`src/verilog/core_av_pkg.sv`:
```
//////////////////////////////////////////////////
// shared constants and types for the a/v core
// video timing, overlay geometry, colours and the
// i2s framing widths; referenced by scoped name
//////////////////////////////////////////////////

`default_nettype none

package core_av_pkg;

    //////////////////////////////////////////////////
    // vector types

    // counter or visible coordinate
    typedef logic [9:0] coord_t;
    // pixel, red in the high byte
    typedef logic [23:0] rgb_t;
    // status bits from the host side
    typedef logic [4:0] status_t;
    // one audio sample, two's complement
    typedef logic [15:0] sample_t;
    // mclk to sclk divider state
    typedef logic [1:0] sclk_div_t;
    // bit slot within one channel
    typedef logic [4:0] slot_t;

    //////////////////////////////////////////////////
    // video timing

    // line, in clocks
    localparam int h_total   = 400;
    localparam int h_bporch  = 10;
    localparam int h_active  = 320;
    // frame, in lines
    localparam int v_total   = 512;
    localparam int v_bporch  = 10;
    localparam int v_active  = 240;
    // hs fires a few clocks after vs, never on the same cycle
    localparam int hs_offset = 3;

    //////////////////////////////////////////////////
    // status overlay

    localparam int square_width  = 20;
    localparam int square_height = 20;
    localparam int square_count  = 5;

    // bit positions in status_t
    localparam int status_blue_bit  = 0;
    localparam int status_green_bit = 1;
    localparam int status_red_bit   = 2;
    localparam int status_blink_bit = 3;
    localparam int status_error_bit = 4;

    localparam rgb_t colour_red   = 24'hFF0000;
    localparam rgb_t colour_green = 24'h00FF00;
    localparam rgb_t colour_blue  = 24'h0000FF;
    localparam rgb_t colour_blink = 24'hFFFFFF;
    // dim yellow
    localparam rgb_t colour_error = 24'h7F7F00;
    localparam rgb_t colour_black = 24'h000000;

    //////////////////////////////////////////////////
    // i2s framing

    // data bits, then zero padding up to a full slot
    localparam int sample_bits = 16;
    localparam int slot_bits   = 32;

endpackage

`default_nettype wire

```
`src/verilog/video_timing.sv`:
```
//////////////////////////////////////////////////
// raster timing for the 320x240 active window
// free running line and frame counters; sync,
// enable and visible coordinates are registered
//////////////////////////////////////////////////

`timescale 1ns/100ps
`default_nettype none

module video_timing (
    input  logic                 audgen_mclk,
    input  logic                 reset_n,
    output logic                 timing_de,
    output logic                 timing_hs,
    output logic                 timing_vs,
    output core_av_pkg::coord_t  pixel_x,
    output core_av_pkg::coord_t  pixel_y
);

    // raw position within line and frame
    core_av_pkg::coord_t x_count;
    core_av_pkg::coord_t y_count;

    logic line_end;
    logic frame_end;
    logic h_window;
    logic v_window;

    // last clock of a line / last line of a frame
    assign line_end  = (x_count == core_av_pkg::coord_t'(core_av_pkg::h_total - 1));
    assign frame_end = (y_count == core_av_pkg::coord_t'(core_av_pkg::v_total - 1));

    // active window, offset by the back porch
    assign h_window = (x_count >= core_av_pkg::coord_t'(core_av_pkg::h_bporch)) &&
                      (x_count <  core_av_pkg::coord_t'(core_av_pkg::h_bporch +
                                                        core_av_pkg::h_active));
    assign v_window = (y_count >= core_av_pkg::coord_t'(core_av_pkg::v_bporch)) &&
                      (y_count <  core_av_pkg::coord_t'(core_av_pkg::v_bporch +
                                                        core_av_pkg::v_active));

    //////////////////////////////////////////////////
    // counters

    always_ff @(posedge audgen_mclk or negedge reset_n) begin
        if (!reset_n) begin
            x_count <= '0;
            y_count <= '0;
        end else begin
            if (line_end) begin
                x_count <= '0;
                // step to next line, wrap at frame end
                if (frame_end) begin
                    y_count <= '0;
                end else begin
                    y_count <= y_count + 1'b1;
                end
            end else begin
                x_count <= x_count + 1'b1;
            end
        end
    end

    //////////////////////////////////////////////////
    // decoded outputs, one clock behind the counters

    always_ff @(posedge audgen_mclk or negedge reset_n) begin
        if (!reset_n) begin
            timing_vs <= 1'b0;
            timing_hs <= 1'b0;
            timing_de <= 1'b0;
        end else begin
            // new frame
            timing_vs <= (x_count == '0) && (y_count == '0);
            // new line, a few clocks into the back porch
            timing_hs <= (x_count == core_av_pkg::coord_t'(core_av_pkg::hs_offset));
            timing_de <= h_window && v_window;
        end
    end

    // visible coordinates, only meaningful while de is high
    always_ff @(posedge audgen_mclk) begin
        pixel_x <= x_count - core_av_pkg::coord_t'(core_av_pkg::h_bporch);
        pixel_y <= y_count - core_av_pkg::coord_t'(core_av_pkg::v_bporch);
    end

endmodule

`default_nettype wire

```
`src/verilog/status_overlay.sv`:
```
//////////////////////////////////////////////////
// paints five status squares at the top left of
// the active area; takes raster timing, returns
// the pixel with sync and enable kept aligned
//////////////////////////////////////////////////

`timescale 1ns/100ps
`default_nettype none

module status_overlay (
    input  logic                   audgen_mclk,
    input  logic                   reset_n,
    input  core_av_pkg::status_t   status,
    input  logic                   timing_de,
    input  logic                   timing_hs,
    input  logic                   timing_vs,
    input  core_av_pkg::coord_t    pixel_x,
    input  core_av_pkg::coord_t    pixel_y,
    output core_av_pkg::rgb_t      video_rgb,
    output logic                   video_de,
    output logic                   video_hs,
    output logic                   video_vs
);

    // resampled status, one stage
    core_av_pkg::status_t status_q;

    // square under the current pixel
    logic [2:0] square_sel;
    logic       square_hit;
    logic       square_on;

    core_av_pkg::rgb_t square_colour;
    core_av_pkg::rgb_t next_rgb;

    always_ff @(posedge audgen_mclk or negedge reset_n) begin
        if (!reset_n) begin
            status_q <= '0;
        end else begin
            status_q <= status;
        end
    end

    //////////////////////////////////////////////////
    // square select

    // first square spans x 0..20, the rest 20 wide each
    // scan from the right so the leftmost match wins
    always_comb begin
        square_hit = 1'b0;
        square_sel = '0;
        for (int k = core_av_pkg::square_count - 1; k >= 0; k--) begin
            if (pixel_x <= core_av_pkg::coord_t'(core_av_pkg::square_width * (k + 1))) begin
                square_hit = 1'b1;
                square_sel = 3'(k);
            end
        end
        // top rows only, y 0..20 inclusive
        if (pixel_y > core_av_pkg::coord_t'(core_av_pkg::square_height)) begin
            square_hit = 1'b0;
        end
    end

    // left to right: red, green, blue, blink, error
    always_comb begin
        case (square_sel)
            3'd0: begin
                square_on     = status_q[core_av_pkg::status_red_bit];
                square_colour = core_av_pkg::colour_red;
            end
            3'd1: begin
                square_on     = status_q[core_av_pkg::status_green_bit];
                square_colour = core_av_pkg::colour_green;
            end
            3'd2: begin
                square_on     = status_q[core_av_pkg::status_blue_bit];
                square_colour = core_av_pkg::colour_blue;
            end
            3'd3: begin
                square_on     = status_q[core_av_pkg::status_blink_bit];
                square_colour = core_av_pkg::colour_blink;
            end
            default: begin
                square_on     = status_q[core_av_pkg::status_error_bit];
                square_colour = core_av_pkg::colour_error;
            end
        endcase
    end

    // lit square colour, everything else black
    assign next_rgb = (timing_de && square_hit && square_on) ? square_colour
                                                             : core_av_pkg::colour_black;

    //////////////////////////////////////////////////
    // output stage

    // syncs delayed by the same stage as the pixel
    always_ff @(posedge audgen_mclk or negedge reset_n) begin
        if (!reset_n) begin
            video_rgb <= core_av_pkg::colour_black;
            video_de  <= 1'b0;
            video_hs  <= 1'b0;
            video_vs  <= 1'b0;
        end else begin
            video_rgb <= next_rgb;
            video_de  <= timing_de;
            video_hs  <= timing_hs;
            video_vs  <= timing_vs;
        end
    end

endmodule

`default_nettype wire

```
`src/verilog/i2s_serializer.sv`:
```
//////////////////////////////////////////////////
// i2s transmitter, 16 data bits in 32-bit slots
// sclk is mclk/4, lrck low for the left channel;
// samples are taken at every left channel start
//////////////////////////////////////////////////

`timescale 1ns/100ps
`default_nettype none

module i2s_serializer (
    input  logic                   audgen_mclk,
    input  logic                   reset_n,
    input  core_av_pkg::sample_t   sample_left,
    input  core_av_pkg::sample_t   sample_right,
    output logic                   audio_sclk,
    output logic                   audio_lrck,
    output logic                   audio_dac
);

    core_av_pkg::sclk_div_t sclk_div;
    core_av_pkg::slot_t     slot_cnt;

    // right sample waits here during the left channel
    core_av_pkg::sample_t   right_hold;
    // msb goes out next
    core_av_pkg::sample_t   shift_q;

    logic sclk_fall;
    logic slot_last;

    //////////////////////////////////////////////////
    // bit clock

    always_ff @(posedge audgen_mclk or negedge reset_n) begin
        if (!reset_n) begin
            sclk_div <= '0;
        end else begin
            sclk_div <= sclk_div + 1'b1;
        end
    end

    // high bit of the divider, period of 4 mclk
    assign audio_sclk = sclk_div[1];

    // divider wraps 3 -> 0, sclk drops on this edge
    assign sclk_fall = (sclk_div == core_av_pkg::sclk_div_t'(2'd3));

    // leaving the final slot of a channel
    assign slot_last = (slot_cnt == core_av_pkg::slot_t'(core_av_pkg::slot_bits - 1));

    //////////////////////////////////////////////////
    // word clock

    always_ff @(posedge audgen_mclk or negedge reset_n) begin
        if (!reset_n) begin
            slot_cnt   <= '0;
            audio_lrck <= 1'b0;
        end else if (sclk_fall) begin
            // 32 slots per channel, wraps by width
            slot_cnt <= slot_cnt + 1'b1;
            if (slot_last) begin
                audio_lrck <= ~audio_lrck;
            end
        end
    end

    //////////////////////////////////////////////////
    // data shifter

    // first left channel after reset is silent
    // zeros shifted in fill slots 16..31
    always_ff @(posedge audgen_mclk or negedge reset_n) begin
        if (!reset_n) begin
            audio_dac  <= 1'b0;
            shift_q    <= '0;
            right_hold <= '0;
        end else if (sclk_fall) begin
            if (slot_last && audio_lrck) begin
                // lrck falling, left channel starts
                right_hold <= sample_right;
                audio_dac  <= sample_left[core_av_pkg::sample_bits - 1];
                shift_q    <= {sample_left[core_av_pkg::sample_bits - 2:0], 1'b0};
            end else if (slot_last) begin
                // lrck rising, right channel starts
                audio_dac <= right_hold[core_av_pkg::sample_bits - 1];
                shift_q   <= {right_hold[core_av_pkg::sample_bits - 2:0], 1'b0};
            end else begin
                audio_dac <= shift_q[core_av_pkg::sample_bits - 1];
                shift_q   <= {shift_q[core_av_pkg::sample_bits - 2:0], 1'b0};
            end
        end
    end

endmodule

`default_nettype wire

```
`src/verilog/core_av_top.sv`:
```
//////////////////////////////////////////////////
// a/v core top level on the 12.288 mhz mclk
// video raster with status overlay, plus the
// i2s transmitter for the stereo samples
//////////////////////////////////////////////////

`timescale 1ns/100ps
`default_nettype none

module core_av_top (
    input  logic                   audgen_mclk,
    input  logic                   reset_n,
    input  core_av_pkg::status_t   status,
    input  core_av_pkg::sample_t   sample_left,
    input  core_av_pkg::sample_t   sample_right,
    output core_av_pkg::rgb_t      video_rgb,
    output logic                   video_de,
    output logic                   video_hs,
    output logic                   video_vs,
    output logic                   audio_sclk,
    output logic                   audio_lrck,
    output logic                   audio_dac
);

    //////////////////////////////////////////////////
    // video path

    // raster timing into the overlay
    logic                timing_de;
    logic                timing_hs;
    logic                timing_vs;
    core_av_pkg::coord_t pixel_x;
    core_av_pkg::coord_t pixel_y;

    video_timing u_video_timing (
        .audgen_mclk (audgen_mclk),
        .reset_n     (reset_n),
        .timing_de   (timing_de),
        .timing_hs   (timing_hs),
        .timing_vs   (timing_vs),
        .pixel_x     (pixel_x),
        .pixel_y     (pixel_y)
    );

    // adds one more stage on top of the timing
    status_overlay u_status_overlay (
        .audgen_mclk (audgen_mclk),
        .reset_n     (reset_n),
        .status      (status),
        .timing_de   (timing_de),
        .timing_hs   (timing_hs),
        .timing_vs   (timing_vs),
        .pixel_x     (pixel_x),
        .pixel_y     (pixel_y),
        .video_rgb   (video_rgb),
        .video_de    (video_de),
        .video_hs    (video_hs),
        .video_vs    (video_vs)
    );

    //////////////////////////////////////////////////
    // audio path

    // one stereo frame every 256 mclk
    i2s_serializer u_i2s_serializer (
        .audgen_mclk  (audgen_mclk),
        .reset_n      (reset_n),
        .sample_left  (sample_left),
        .sample_right (sample_right),
        .audio_sclk   (audio_sclk),
        .audio_lrck   (audio_lrck),
        .audio_dac    (audio_dac)
    );

endmodule

`default_nettype wire

```
`config.mk`:
```
export PLATFORM = sky130hd
export DESIGN_NAME = core_av_top
export DESIGN_NICKNAME = d
export VERILOG_FILES = /design/src/verilog/core_av_pkg.sv /design/src/verilog/video_timing.sv /design/src/verilog/status_overlay.sv /design/src/verilog/i2s_serializer.sv /design/src/verilog/core_av_top.sv
export SDC_FILE = /design/constraint.sdc
export NUM_CORES = 1
export LEC_CHECK = 0
export ABC_AREA = 1
export BUFFER_PORTS_ARGS = -buffer_cell sky130_fd_sc_hd__buf_4
export CORE_ASPECT_RATIO = 0.7
export CORE_MARGIN = 2
export CORE_UTILIZATION = 35
export CTS_CLUSTER_DIAMETER = 80
export DETAILED_ROUTE_END_ITERATION = 8
export SYNTH_ARGS = -nofsm -noshare
export SYNTH_HDL_FRONTEND = slang
export SYNTH_HIERARCHICAL = 1
export SYNTH_SLANG_ARGS = --single-unit
```
`constraint.sdc`:
```
create_clock -name audgen_mclk -period 1.5 [get_ports audgen_mclk]
set_input_delay 0.075 -clock audgen_mclk [delete_from_list [all_inputs] [get_ports audgen_mclk]]
set_output_delay 0.075 -clock audgen_mclk [all_outputs]
set_load 0.01 [all_outputs]
```
; ---- Yosys cells after proc, flatten, opt, wreduce, memory -nomap -nowiden
; Index checks and enable logic that the tools add are counted.
; Widths: inputs -> output; s select.
[op_classes]
n_addsub = 6
n_lt_le_gt_ge = 10
eq_ne = 8
mux = 20
bitwise = 1
reduce_logical = 12
[ops]
columns = cell, count
row1 = $pmux 24 s4, 1
row2 = $mux 16, 2
row3 = $mux 24, 1
row4 = $add 10x1->10 const B, 2
row5 = $eq 10x9->1 const B, 2
row6 = $ge 10x4->1 const B, 2
row7 = $le 10x6->1 const B, 2
row8 = $le 10x7->1 const B, 2
row9 = $logic_not 10->1, 2
row10 = $mux 10, 2
row11 = $sub 10x4->10 const B, 2
row12 = $mux 3, 5
row13 = $eq 10x2->1 const B, 1
row14 = $gt 10x5->1 const B, 1
row15 = $le 10x5->1 const B, 1
row16 = $lt 10x8->1 const B, 1
row17 = $lt 10x9->1 const B, 1
row18 = $mux 1, 8
row19 = $logic_and 1x1->1, 7
row20 = $eq 3x2->1 const B, 2
row21 = $add 5x1->5 const B, 1
row22 = $eq 5x5->1 const B, 1
row23 = $pmux 1 s4, 1
row24 = $reduce_and 2->1, 2
row25 = 5 further kinds, 5
[totals]
regBits = 116
input_bits = 39
out_inout_bits = 30
word_cells = 75

; ---- Logic depth before layout (Yosys ltp)
; Gate-level depths: netlist of the first run.
[logic_depth]
depth_word = 10
depth_mapped = 12
depth_no_buf = 12

; ---- Cells and area by module
; The synthesis of the first run kept the hierarchy.
[modules_own_cells]
columns = mod, n_inst, cells_per_inst, area_per_inst_um2, seq_area_each_um2
row1 = video_timing, 1, 247, 2050.7, 975.9
row2 = i2s_serializer, 1, 254, 1996.9, 1001.0
row3 = status_overlay, 1, 106, 833.3, 325.3

; ---- Worst setup path after synthesis of the first run
; OpenSTA, ideal clock, no wires.
[synth_path]
path_kind = flip-flop to flip-flop
startpoint = register u_i2s_serializer.slot_cnt[0]
endpoint = register u_i2s_serializer.shift_q[11]
setup_time_ps = 116
t_arrival_ps = 1438
t_required_ps = 1384
path_slack_ps = -54
stages_incl_launch_ff = 10
n_path_buf = 2
period_less_slack_ps = 1554
path_cell_list = dfrtp_1 ha_1 and3_1 ha_1 buf_4 buf_2 nand2_1 nand3_1 nand2_1 nand2_1
[synth_via]
elab_chain_cells = 3
elab_cells_between_ends = 4
classes_between = eq/ne: 1 / mux: 2 / reduce/logical: 1
[synth_lines]
columns = element, line_no
row1 = from (decl), i2s_serializer.sv:21  ; core_av_pkg::slot_t slot_cnt;
row2 = from (signal assigned), i2s_serializer.sv:60  ; slot_cnt <= slot_cnt + 1'b1;
row3 = $eq 5x5->1 (*), i2s_serializer.sv:49  ; assign slot_last = (slot_cnt == core_av_pkg::slot_t'(core_av_pkg::slot_bits - 1));
row4 = $mux 16 or $logic_and 1x1->1 (tied branches), "i2s_serializer.sv:83, i2s_serializer.sv:78"
row5 = $mux 16 (*), i2s_serializer.sv:78  ; if (slot_last && audio_lrck) begin
row6 = to (signal assigned), i2s_serializer.sv:82  ; shift_q <= {sample_left[core_av_pkg::sample_bits - 2:0], 1'b0};
row7 = to (signal assigned), i2s_serializer.sv:86  ; shift_q <= {right_hold[core_av_pkg::sample_bits - 2:0], 1'b0};
row8 = to (signal assigned), i2s_serializer.sv:89  ; shift_q <= {shift_q[core_av_pkg::sample_bits - 2:0], 1'b0};
row9 = to (decl), i2s_serializer.sv:26  ; core_av_pkg::sample_t shift_q;
; Mark *: on every way between the ends. The rest lies on a longest branch, timed or not.
; A chain may end at the register's enable or synchronous reset.

; ---- Final worst setup path of the first run
[layout_path]
startpoint = register u_i2s_serializer.slot_cnt[0]
endpoint = register u_i2s_serializer.right_hold[4]
[layout_via]
elab_chain_cells = 3
[layout_lines]
columns = element, line_no
row1 = $eq 5x5->1, i2s_serializer.sv:49
row2 = $logic_and 1x1->1, i2s_serializer.sv:78
row3 = $reduce_and 2->1 (no source line), n/a
row4 = to (signal assigned), i2s_serializer.sv:80  ; right_hold <= sample_right;
row5 = to (decl), i2s_serializer.sv:24  ; core_av_pkg::sample_t right_hold;
; No other way between the ends.

==> summary.txt, run 1 <==
Run status
  – Status: finished with violations
  – Failing checks: negative setup slack

Timing
  – Final setup TNS: -0.4846 ns
  – Setup slack after layout: -0.03398 ns
  – Slew HR: 0.6875
  – WHS: 0.01453 ns
  – Finish-stage setup viols: 29
  – RSZ-0062 raised after global routing: yes
  – Final min period: ~1.5 ns
  – Fmax: 0.6519 GHz
  – Worst Tran Pin Value: about 0.47 ns
  – Slew Viols, Final: 0
  – Fin crit share: 1.023
  – Hold violation count in the final report: 0
  – Setup Skew: about 0.0063 ns

Critical path
  – Startpoint Class: flip-flop
  – Worst r2r src: u_i2s_serializer/slot_cnt[0]$_DFFE_PN0N_
  – Reg2Reg Depth: 8
  – Kind of critical path: flip-flop to flip-flop
  – R2R Setup Slk: -0.03 ns
  – Setup crit end kind: flip-flop
  – R2r endpoint: u_i2s_serializer/right_hold[4]$_DFFE_PN0P_
  – Max FO, Critical Path: 8
  – CP required: around 1.7 ns
  – CP arrival: 1.77 ns

Clock tree
  – Clock Sink Count: 96
  – CTS root buffer: clkbuf_16
  – Clock slew at reported path FFs: about 0.07 ns
  – Clock Tree Buf Depth: 2
  – Worst-skew pair later-pin latency: approximately 0.34 ns
  – Number of buffers created by CTS: 9
  – H-tree levels: 3
  – TritonCTS clock tree: yes

GRT
  – Met1 GRT Util: 0.1934
  – Vias in the first global route: around 4000
  – GR Util All Layers: 0.1501
  – Remaining Overflow, GRT: 0
  – Antenna violations before repair: 0
  – Busiest grt layer: met2
  – M2 GR Usage: 0.2568
  – Largest net degree at the start of global routing: 36
  – M3 GR Usage: 0.03628
  – First-pass GRT wire length: roughly 18 mm

Synthesis
  – Largest family of logic cells by synthesized area: simple AND/OR/NAND/NOR gates
  – Sequential area share after synthesis: 0.4717
  – Yosys warns: 6
  – Synthesized cell area: 4881 um^2
  – Yosys cell types: 33
  – Syn nets: 660
  – Adder-Cell Fraction of Synth Area: 0.03589
  – Yosys reg bits: 96
  – Post-Synth XOR/XNOR Area: 0.03948
  – Post-synthesis mux area share: 0
  – Synth Area in Compound Gates: 0.04947
  – Simple-Gate Fraction of Synth Area: 0.2910
  – Yosys top cell area share: 0.3896
  – Top cells by area, synth: dfrtp_1 (39%), nand2_1 (13%), dfxtp_1 (8.2%), nor2_1 (6.0%), inv_1 (5.6%)
  – Post-synth top area cell: dfrtp_1
  – Avg Synthesized Cell Area: 8.041 um^2
  – Synth Instances: around 610

Pwr
  – Flop pwr share: 0.524
  – Pint: 3878 uW
  – Switching power: 1068 uW
  – Cell Pwr Density: between 700 and 800 nW/um^2
  – Sw Ratio: 0.2160
  – Clk pwr share: 0.435
  – Gate power share: 0.042
  – Lkg Pwr: ~0.0034 uW
  – Max IR drop VDD: between 0.0004 and 0.0005 V

Final layout
  – Non-filler cells, final: ~900
  – Most frequent cells in the layout: nand2_1 (159), buf_4 (103), dfrtp_1 (75), inv_1 (72), nor2_1 (51)
  – Area Growth Syn to Fin: 35.32%
  – Most common cell after layout, fill and taps aside: nand2_1
  – # diodes: 0
  – Layout cell share with drive strength beyond 1: 0.3034
  – Final #Nets: about 770

Routing
  – Drt via density: about 4.4
  – Post-DRT Antenna Nets: 0
  – Starting DRT DRC Count: ~280
  – Final routed DRC violation total: 0
  – Routed length per instance: approximately 12 um
  – Total number of vias: ~4000
  – DRT Wirelength: around 11 mm
  – DR pass1 iterations: 5

Worst hold path
  – Hold Crit Class: input port to flip-flop
  – Hold Path Origin: sample_right[4]
  – Hold endpoint: u_i2s_serializer/right_hold[4]$_DFFE_PN0P_
  – Hold path depth: 3

Placement
  – Final HPWL DP: about 7.7 mm
  – GP Congestion: 0.8188
  – Dpl cells: 865
  – Port bufs: 68

Die
  – IO Count: 69
  – Die Y: approximately 100 um
  – Core area: between 10000 and 15000 um^2
  – Die width: 145.1 um
  – Row count: 36
  – Die area: around 15000 um^2
  – Initial Util: 0.3541

Job
  – Max Cap Viol: 0
-- state kept, by name, indices dropped and copies added, names as in the netlist, 5 cells and up --
| register | flops |
|---|---|
| u_status_overlay/status_q | 5 |
| u_video_timing/x_count | 10 |
| u_video_timing/y_count | 10 |
| u_i2s_serializer/slot_cnt | 5 |
| u_video_timing/pixel_x | 10 |
| u_i2s_serializer/shift_q | 15 |
| u_video_timing/pixel_y | 10 |
| u_i2s_serializer/right_hold | 16 |
| u_status_overlay/video_rgb | 5 |
-- power groups by stage --
stage	logic (uW)	registers (uW)	clock network [uW]
3_5_place_dp	155	2640	0
2_1_floorplan	19.3	2640	0
4_1_cts	200	2590	2220
5_1_grt	229	2590	2340
6_report	207	2590	2150
3_3_place_gp	156	2640	0
-- how the worst max path moves through the flow --
stage                                        startpoint                                          end  depth (start not counted)
6_report       u_i2s_serializer/slot_cnt[0]$_DFFE_PN0N_   u_i2s_serializer/right_hold[4]$_DFFE_PN0P_                          8
5_1_grt        u_i2s_serializer/slot_cnt[1]$_DFFE_PN0N_  u_i2s_serializer/right_hold[11]$_DFFE_PN0P_                          8
4_1_cts        u_i2s_serializer/slot_cnt[0]$_DFFE_PN0N_      u_i2s_serializer/shift_q[5]$_DFFE_PN0N_                          9
3_5_place_dp   u_i2s_serializer/slot_cnt[0]$_DFFE_PN0N_      u_i2s_serializer/shift_q[5]$_DFFE_PN0N_                          9
3_3_place_gp   u_i2s_serializer/slot_cnt[1]$_DFFE_PN0N_      u_i2s_serializer/shift_q[2]$_DFFE_PN0N_                          9
2_1_floorplan  u_i2s_serializer/slot_cnt[0]$_DFFE_PN0N_      u_i2s_serializer/shift_q[5]$_DFFE_PN0N_                         10
-- kinds of logic after synthesis --
kind of cell / count (synthesis)
fa+ha+maj: 14
buf+inv: 111
simple gates: 327
flops: 96
compound gates: 37
xor+xnor: 22
-- per-stage QoR --
step	setup slack [ns]	utilization	total power, uW	instance area (um^2)
detailed placement	-0.1073	0.4121	2796	5680
global route	-0.1197	0.4792	5159	6605
finish	-0.03398	0.4792	4946	6605
floorplan	0.0007686	-	2660	4890
global placement	-0.03812	0.4121	2797	5680
CTS	-0.01171	0.4572	5010	6301
-- synth_stat cells (all sizes together) --
library cell / instances
dfxtp: 20
and3: 2
or2: 1
o21ai: 31
inv: 75
xnor2: 3
xor2: 19
dfrtp: 76
nand3: 43
ha: 14
nor4: 1
and2: 1
a31oi: 1
nand2: 179
clkinv: 1
buf: 35
nor2: 87
nor3: 2
o21a: 1
a21oi: 4
nand4: 11
-- area by class of cell --
cell class,instances,area [um^2]
clock buffer,10,239.0
multi-input combinational,400,2273
timing repair buffer,137,1221
inverter,76,287.8
sequential,96,2303
tap,190,237.7
fill,1370,7178
clock inverter,6,42.54
-- layer usage --
layer	wire length, um	vias to the layer above
met3	345	7
met4	99	0
li1	-	2090
met1	5222	1911
met2	5260	60
met5	0	-
-- what timing repair did --
item	4_1_cts	5_1_grt
pin swaps	1	8
buffers inserted	2	7
endpoints found under the setup margin	32	50
hold endpoints to repair	52	0
hold buffers	21	0
gates cloned	2	2
resized for setup	23	59
-- worst max-delay path: stages, from the launching register on --
cell and delay (ns):
dfrtp_1 0.36, ha_2 0.18, and3_4 0.19, ha_4 0.17
buf_6 0.11, nand3_4 0.10, buf_8 0.20, nand2_4 0.06
o21ai_2 0.05
Note: power is estimated with default switching activity, not from simulation.
==> inputs of run 2 (changes only) <==
==> constraint.sdc (replaced) <==
create_clock -name audgen_mclk -period 1.6 [get_ports audgen_mclk]
set_input_delay 0.08 -clock audgen_mclk [delete_from_list [all_inputs] [get_ports audgen_mclk]]
set_output_delay 0.08 -clock audgen_mclk [all_outputs]
set_load 0.01 [all_outputs]
==> summary.txt, run 2 (synthesized netlist as in run 1, its figures left out) <==
Timing
  – Slew Viols, Final: 0 (unchanged)
  – Fin crit share: 1.013 (was 1.023)
  – Final min period: 1.622 ns (was 1.534 ns)
  – Slew HR: 0.7151 (was 0.6875)
  – Setup Skew: 0.006431 ns (was 0.006288 ns)
  – WHS: 0.01039 ns (was 0.01453 ns)
  – Hold violation count in the final report: 0 (unchanged)
  – RSZ-0062 raised after global routing: yes (unchanged)
  – Setup slack after layout: -0.02155 ns (was -0.03398 ns)
  – Fmax: 0.6167 GHz (was 0.6519 GHz)
  – Finish-stage setup viols: 16 (was 29)
  – Worst Tran Pin Value: 0.4273 ns (was 0.4688 ns)

Die
  – Die width: 145.1 um (unchanged)
  – Initial Util: 0.3541 (unchanged)
  – Core area: 13780 um^2 (unchanged)
  – IO Count: 69 (unchanged)
  – Die area: 14920 um^2 (unchanged)
  – Row count: 36 (unchanged)
  – Die Y: 102.8 um (unchanged)

GRT
  – Remaining Overflow, GRT: 0 (unchanged)
  – Antenna violations before repair: 0 (unchanged)
  – GR Util All Layers: 0.1443 (was 0.1501)
  – Vias in the first global route: 3714 (was 3969)
  – Largest net degree at the start of global routing: 77 (was 36)
  – First-pass GRT wire length: 17.56 mm (was 18.22 mm)

Critical path
  – CP arrival: 1.85 ns (was 1.77 ns)
  – R2r endpoint: u_i2s_serializer/right_hold[4]$_DFFE_PN0P_ (unchanged)
  – Startpoint Class: flip-flop (unchanged)
  – Setup crit end kind: flip-flop (unchanged)
  – Kind of critical path: flip-flop to flip-flop (unchanged)
  – CP required: 1.83 ns (was 1.73 ns)
  – Worst r2r src: u_i2s_serializer/slot_cnt[1]$_DFFE_PN0N_ (was u_i2s_serializer/slot_cnt[0]$_DFFE_PN0N_)
  – R2R Setup Slk: -0.02 ns (was -0.03 ns)
  – Max FO, Critical Path: 6 (was 8)
  – Reg2Reg Depth: 8 (unchanged)

Clock tree
  – Number of buffers created by CTS: 9 (unchanged)
  – Worst-skew pair later-pin latency: 0.34 ns (about the same)
  – TritonCTS clock tree: yes (unchanged)
  – Clock Tree Buf Depth: 2 (unchanged)
  – Clock Sink Count: 96 (unchanged)
  – CTS root buffer: clkbuf_16 (unchanged)
  – Clock slew at reported path FFs: 0.07 ns (about the same)
  – H-tree levels: 3 (unchanged)

Pwr
  – Max IR drop VDD: 0.0004215 V (was 0.0004506 V)
  – Cell Pwr Density: 745.9 nW/um^2 (was 748.8 nW/um^2)
  – Lkg Pwr: 0.003297 uW (was 0.003363 uW)
  – Power Total: 4737 uW (was 4946 uW)

Routing
  – Final routed DRC violation total: 0 (unchanged)
  – Drt via density: 4.531 (was 4.446)
  – Starting DRT DRC Count: 231 (was 282)
  – DRT Wirelength: 10.93 mm (about the same)
  – DR pass1 iterations: 5 (unchanged)
  – Total number of vias: 4042 (was 4068)
  – Post-DRT Antenna Nets: 0 (unchanged)
  – Routed length per instance: 12.26 um (was 11.94 um)

Final layout
  – Reg area: 2306 um^2 (was 2303 um^2)
  – Finished Core Util: 0.4607 (was 0.4792)
  – Largest register FFs: 16 (unchanged)
  – Multi-input combinational cell area: 2148 um^2 (was 2273 um^2)
  – Finished Cell Area: 6350 um^2 (was 6605 um^2)
  – Most frequent cells in the layout: nand2_1 (154), buf_4 (83), inv_1 (73), dfrtp_1 (73), nor2_1 (70) (was nand2_1 (159), buf_4 (103), dfrtp_1 (75), inv_1 (72), nor2_1 (51))
  – Area Growth Syn to Fin: 30.09% (was 35.32%)
  – Biggest register: u_i2s_serializer/right_hold (unchanged)
  – Fillcell total: 1348 (was 1370)
  – # diodes: 0 (unchanged)
  – Most common cell after layout, fill and taps aside: nand2_1 (unchanged)
  – Layout cell share with drive strength beyond 1: 0.2593 (was 0.3034)
  – Largest registers: u_i2s_serializer/right_hold x16, u_i2s_serializer/shift_q x15 (unchanged)
  – Final #Nets: 750 (was 773)

Worst hold path
  – Hold Crit Class: input port to flip-flop (unchanged)
  – Hold endpoint: u_i2s_serializer/right_hold[14]$_DFFE_PN0P_ (was u_i2s_serializer/right_hold[4]$_DFFE_PN0P_)
  – Hold Path Origin: sample_right[14] (was sample_right[4])
  – Hold path depth: 3 (unchanged)

Placement
  – GP Congestion: 0.8427 (was 0.8188)
  – Dpl ws: -0.02896 ns (was -0.1073 ns)
  – Port bufs: 68 (unchanged)
  – Final HPWL DP: 7.436 mm (was 7.721 mm)
  – Post-Place Cell Area: 5563 um^2 (was 5680 um^2)

Run status
  – Status: finished with violations (unchanged)
  – Failing checks: negative setup slack (unchanged)

Job
  – Max Cap Viol: 0 (unchanged)
-- run 2: changes by cell type in the layout (fill, tap and decap cells not counted), moves of 3 or more --
cell / delta
ha_1: +4
dlygate4sd3_1: -3
nand2_1: -5
buf_4: -20
nor2_2: -4
nand2_2: +4
ha_2: -4
nor2_4: -15
clkbuf_16: +4
nor2_1: +19
-- run 2: worst max-delay path, stage by stage, from the launching register on --
cell and delay [ns]:
dfrtp_1 0.38, ha_2 0.19, and3_4 0.19, ha_4 0.15, buf_6 0.10, nand3_4 0.17, clkbuf_16 0.23, nand2_2 0.05
o21ai_2 0.04
-- run 2: repair_timing --
| action | CTS | global route |
|---|---|---|
| hold buffers | 17 | 1 |
| hold endpoints to repair | 92 | 1 |
| cloned | 1 | 4 |
| pin swaps | 1 | 2 |
| gates resized for setup | 5 | 40 |
| endpoints found under the setup margin | 15 | 43 |
| setup buffers | 2 | 3 |
-- run 2: through the flow --
step | TNS (ns) | cells
2_1_floorplan | 0 | 607
3_3_place_gp | 0 | 848
3_5_place_dp | -0.07555 | 848
4_1_cts | -0.02020 | 884
5_1_grt | -1.928 | 892
6_report | -0.2006 | 892
-- run 2: per-layer routing --
metal / wire length (um) / vias up / GRT usage
met5: 0 / - / 0
met4: 73 / 0 / 0.03092
met3: 643 / 8 / 0.03938
met2: 5194 / 102 / 0.2377
met1: 5019 / 1898 / 0.1939
li1: - / 2034 / -
-- run 2: worst max-delay path by stage --
| stage | start | to | slack [ns] | depth (start not counted) |
|---|---|---|---|---|
| after floorplan | u_i2s_serializer/slot_cnt[0]$_DFFE_PN0N_ | u_i2s_serializer/shift_q[11]$_DFFE_PN0N_ | 0.05 | 9 |
| after global placement | u_i2s_serializer/slot_cnt[0]$_DFFE_PN0N_ | u_i2s_serializer/shift_q[13]$_DFFE_PN0N_ | 0.04 | 9 |
| after detailed placement | u_i2s_serializer/slot_cnt[1]$_DFFE_PN0N_ | u_i2s_serializer/shift_q[12]$_DFFE_PN0N_ | -0.03 | 9 |
| after CTS | u_i2s_serializer/slot_cnt[1]$_DFFE_PN0N_ | u_i2s_serializer/right_hold[13]$_DFFE_PN0P_ | -0.01 | 8 |
| after global routing | u_i2s_serializer/slot_cnt[1]$_DFFE_PN0N_ | u_i2s_serializer/right_hold[6]$_DFFE_PN0P_ | -0.11 | 7 |
| final | u_i2s_serializer/slot_cnt[1]$_DFFE_PN0N_ | u_i2s_serializer/right_hold[4]$_DFFE_PN0P_ | -0.02 | 8 |
-- run 2: power by group --
group          internal [uW]  leakage [uW]  switching (uW)  total, uW
combinational           98.7       0.00207            77.0        176
sequential              2430       0.00108            1.98       2430
clock                   1240      0.000153             892       2130
-- run 2: cell type report --
class | instances | area share
multi-input cells | 400 | 0.3383
clock buffers | 12 | 0.04394
well taps | 190 | 0.03744
repair buffers | 114 | 0.1683
inverters | 76 | 0.04532
clock inverters | 4 | 0.003547
flip-flops and latches | 96 | 0.3632
==> inputs of run 3 (changes only) <==
--- a/config.mk
+++ b/config.mk
@@ -7,7 +7,7 @@
 export LEC_CHECK = 0
 export ABC_AREA = 1
 export BUFFER_PORTS_ARGS = -buffer_cell sky130_fd_sc_hd__buf_4
-export CORE_ASPECT_RATIO = 0.7
+export CORE_ASPECT_RATIO = 1.75
 export CORE_MARGIN = 2
 export CORE_UTILIZATION = 35
 export CTS_CLUSTER_DIAMETER = 80
==> summary.txt, run 3 (synthesized netlist as in run 1, its figures left out) <==
Final layout
  – Final #Nets: 754 (was 750)
  – Largest register FFs: 16 (unchanged)
  – # diodes: 0 (unchanged)
  – Most frequent cells in the layout: nand2_1 (157), buf_4 (83), dfrtp_1 (74), inv_1 (73), nor2_1 (73) (was nand2_1 (154), buf_4 (83), inv_1 (73), dfrtp_1 (73), nor2_1 (70))
  – Layout cell share with drive strength beyond 1: 0.2578 (was 0.2593)
  – Biggest register: u_i2s_serializer/right_hold (unchanged)
  – Largest registers: u_i2s_serializer/right_hold x16, u_i2s_serializer/shift_q x15 (unchanged)
  – Area Growth Syn to Fin: 31.40% (was 30.09%)
  – Most common cell after layout, fill and taps aside: nand2_1 (unchanged)
  – Finished Cell Area: 6414 um^2 (was 6350 um^2)

Clock tree
  – TritonCTS clock tree: yes (unchanged)
  – H-tree levels: 3 (unchanged)
  – Clock Sink Count: 96 (unchanged)
  – Clock Tree Buf Depth: 2 (unchanged)
  – Clock slew at reported path FFs: 0.07 ns (about the same)
  – CTS root buffer: clkbuf_16 (unchanged)
  – Worst-skew pair later-pin latency: 0.34 ns (about the same)
  – Number of buffers created by CTS: 9 (unchanged)

Die
  – Row count: 57 (was 36)
  – Initial Util: 0.3546 (was 0.3541)
  – Die area: 14940 um^2 (was 14920 um^2)
  – Die Y: 160.2 um (was 102.8 um)
  – IO Count: 69 (unchanged)
  – Die width: 93.27 um (was 145.1 um)
  – Core area: 13760 um^2 (was 13780 um^2)

Timing
  – Slew Viols, Final: 0 (unchanged)
  – Fin crit share: 0.9974 (was 1.013)
  – Final min period: 1.596 ns (was 1.622 ns)
  – Hold violation count in the final report: 0 (unchanged)
  – WHS: 0.05213 ns (was 0.01039 ns)
  – Fmax: 0.6266 GHz (was 0.6167 GHz)
  – Setup Skew: 0.007804 ns (was 0.006431 ns)
  – RSZ-0062 raised after global routing: yes (unchanged)
  – Slew HR: 0.7104 (was 0.7151)
  – Finish-stage setup viols: 0 (was 16)
  – Worst Tran Pin Value: 0.4345 ns (was 0.4273 ns)

Critical path
  – Worst r2r src: u_i2s_serializer/slot_cnt[0]$_DFFE_PN0N_ (was u_i2s_serializer/slot_cnt[1]$_DFFE_PN0N_)
  – CP required: 1.83 ns (about the same)
  – CP arrival: 1.83 ns (was 1.85 ns)
  – Max FO, Critical Path: 6 (unchanged)
  – R2R Setup Slk: 0.004 ns (was -0.02 ns)
  – Reg2Reg Depth: 8 (unchanged)
  – Kind of critical path: flip-flop to flip-flop (unchanged)
  – Setup crit end kind: flip-flop (unchanged)
  – Startpoint Class: flip-flop (unchanged)
  – R2r endpoint: u_i2s_serializer/right_hold[10]$_DFFE_PN0P_ (was u_i2s_serializer/right_hold[4]$_DFFE_PN0P_)

Routing
  – DRT Wirelength: 11.23 mm (was 10.93 mm)
  – Post-DRT Antenna Nets: 0 (unchanged)
  – Starting DRT DRC Count: 136 (was 231)
  – Final routed DRC violation total: 0 (unchanged)
  – DR pass1 iterations: 5 (unchanged)
  – Total number of vias: 4103 (was 4042)
  – Routed length per instance: 12.72 um (was 12.26 um)
  – Drt via density: 4.647 (was 4.531)

Pwr
  – Lkg Pwr: 0.003316 uW (was 0.003297 uW)
  – Gate power share: 0.037 (about the same)
  – Switching power: 1023 uW (was 971.3 uW)
  – Pint: 3916 uW (was 3765 uW)
  – Flop pwr share: 0.492 (was 0.513)
  – Max IR drop VDD: 0.0005292 V (was 0.0004215 V)
  – Cell Pwr Density: 770.2 nW/um^2 (was 745.9 nW/um^2)
  – Sw Ratio: 0.2072 (was 0.2051)
  – Clk pwr share: 0.471 (was 0.450)

Job
  – Max Cap Viol: 0 (unchanged)

Worst hold path
  – Hold path depth: 5 (was 3)
  – Hold Path Origin: sample_left[15] (was sample_right[14])
  – Hold endpoint: u_i2s_serializer/audio_dac$_DFFE_PN0N_ (was u_i2s_serializer/right_hold[14]$_DFFE_PN0P_)
  – Hold Crit Class: input port to flip-flop (unchanged)

Placement
  – Final HPWL DP: 7.759 mm (was 7.436 mm)
  – Post-Place Cell Area: 5539 um^2 (was 5563 um^2)
  – Port bufs: 68 (unchanged)
  – GP Congestion: 0.9464 (was 0.8427)

GRT
  – GR Util All Layers: 0.1457 (was 0.1443)
  – First-pass GRT wire length: 17.46 mm (was 17.56 mm)
  – Antenna violations before repair: 0 (unchanged)
  – Largest net degree at the start of global routing: 45 (was 77)
  – Remaining Overflow, GRT: 0 (unchanged)
  – Vias in the first global route: 3895 (was 3714)

Run status
  – Status: complete, no violations (was finished with violations)
run 3: power by group through the flow:
stage                     sequential [uW]  clock (uW)  combinational, uW
after floorplan                      2480           0               18.1
after global placement               2480           0                138
after detailed placement             2480           0                140
after CTS                            2430        2410                184
after global routing                 2430        2500                204
final                                2430        2330                183
run 3: worst max path at each step:
stage | start | end | slack [ns]
2_1_floorplan | u_i2s_serializer/slot_cnt[0]$_DFFE_PN0N_ | u_i2s_serializer/shift_q[11]$_DFFE_PN0N_ | 0.05
3_3_place_gp | u_i2s_serializer/slot_cnt[0]$_DFFE_PN0N_ | u_i2s_serializer/shift_q[10]$_DFFE_PN0N_ | 0.03
3_5_place_dp | u_i2s_serializer/slot_cnt[0]$_DFFE_PN0N_ | u_i2s_serializer/shift_q[5]$_DFFE_PN0N_ | -0.03
4_1_cts | u_i2s_serializer/slot_cnt[0]$_DFFE_PN0N_ | u_i2s_serializer/right_hold[0]$_DFFE_PN0P_ | 0.002
5_1_grt | u_i2s_serializer/slot_cnt[1]$_DFFE_PN0N_ | u_i2s_serializer/right_hold[6]$_DFFE_PN0P_ | -0.06
6_report | u_i2s_serializer/slot_cnt[0]$_DFFE_PN0N_ | u_i2s_serializer/right_hold[10]$_DFFE_PN0P_ | 0.004
run 3: critical path, cell delays in order (launching register included):
cell and delay, ns:
dfrtp_1 0.36, ha_2 0.18, and3_4 0.19, ha_4 0.15, buf_6 0.11, nand3_4 0.16
clkbuf_16 0.23, nand2_2 0.06, o21ai_2 0.05
run 3: through the flow:
step	setup TNS, ns	power (uW)	util	cells	setup WS (ns)
floorplan	0	2494	-	607	0.04572
finish	0	4940	0.4660	883	0.004085
detailed placement	-0.05012	2617	0.4024	834	-0.02886
global placement	0	2616	0.4024	834	0.02885
CTS	0	5023	0.4463	875	0.001985
global route	-0.7846	5129	0.4660	883	-0.05725
run 3: final cells by class:
cell class | count | area [um^2]
Clock inverter | 7 | 101.3
Multi-Input combinational cell | 400 | 2178
Fill cell | 1287 | 7351
Clock buffer | 9 | 225.2
Timing Repair Buffer | 118 | 1095
Tap cell | 177 | 221.5
Sequential cell | 96 | 2305
Inverter | 76 | 287.8
run 3: per-layer routing:
| metal | track usage | wire, um |
|---|---|---|
| met5 | 0 | 0 |
| met1 | 0.1612 | 4448 |
| met4 | 0.05682 | 199 |
| met3 | 0.02500 | 402 |
| met2 | 0.2698 | 6184 |
run 3: timing repair:
| item | CTS | global route |
|---|---|---|
| hold buffers | 22 | 0 |
| setup buffers | 2 | 4 |
| cloned | 1 | 4 |
| hold endpoints to repair | 53 | 0 |
| endpoints found under the setup margin | 8 | 46 |
| resized for setup | 6 | 42 |
| pin swaps | 0 | 4 |
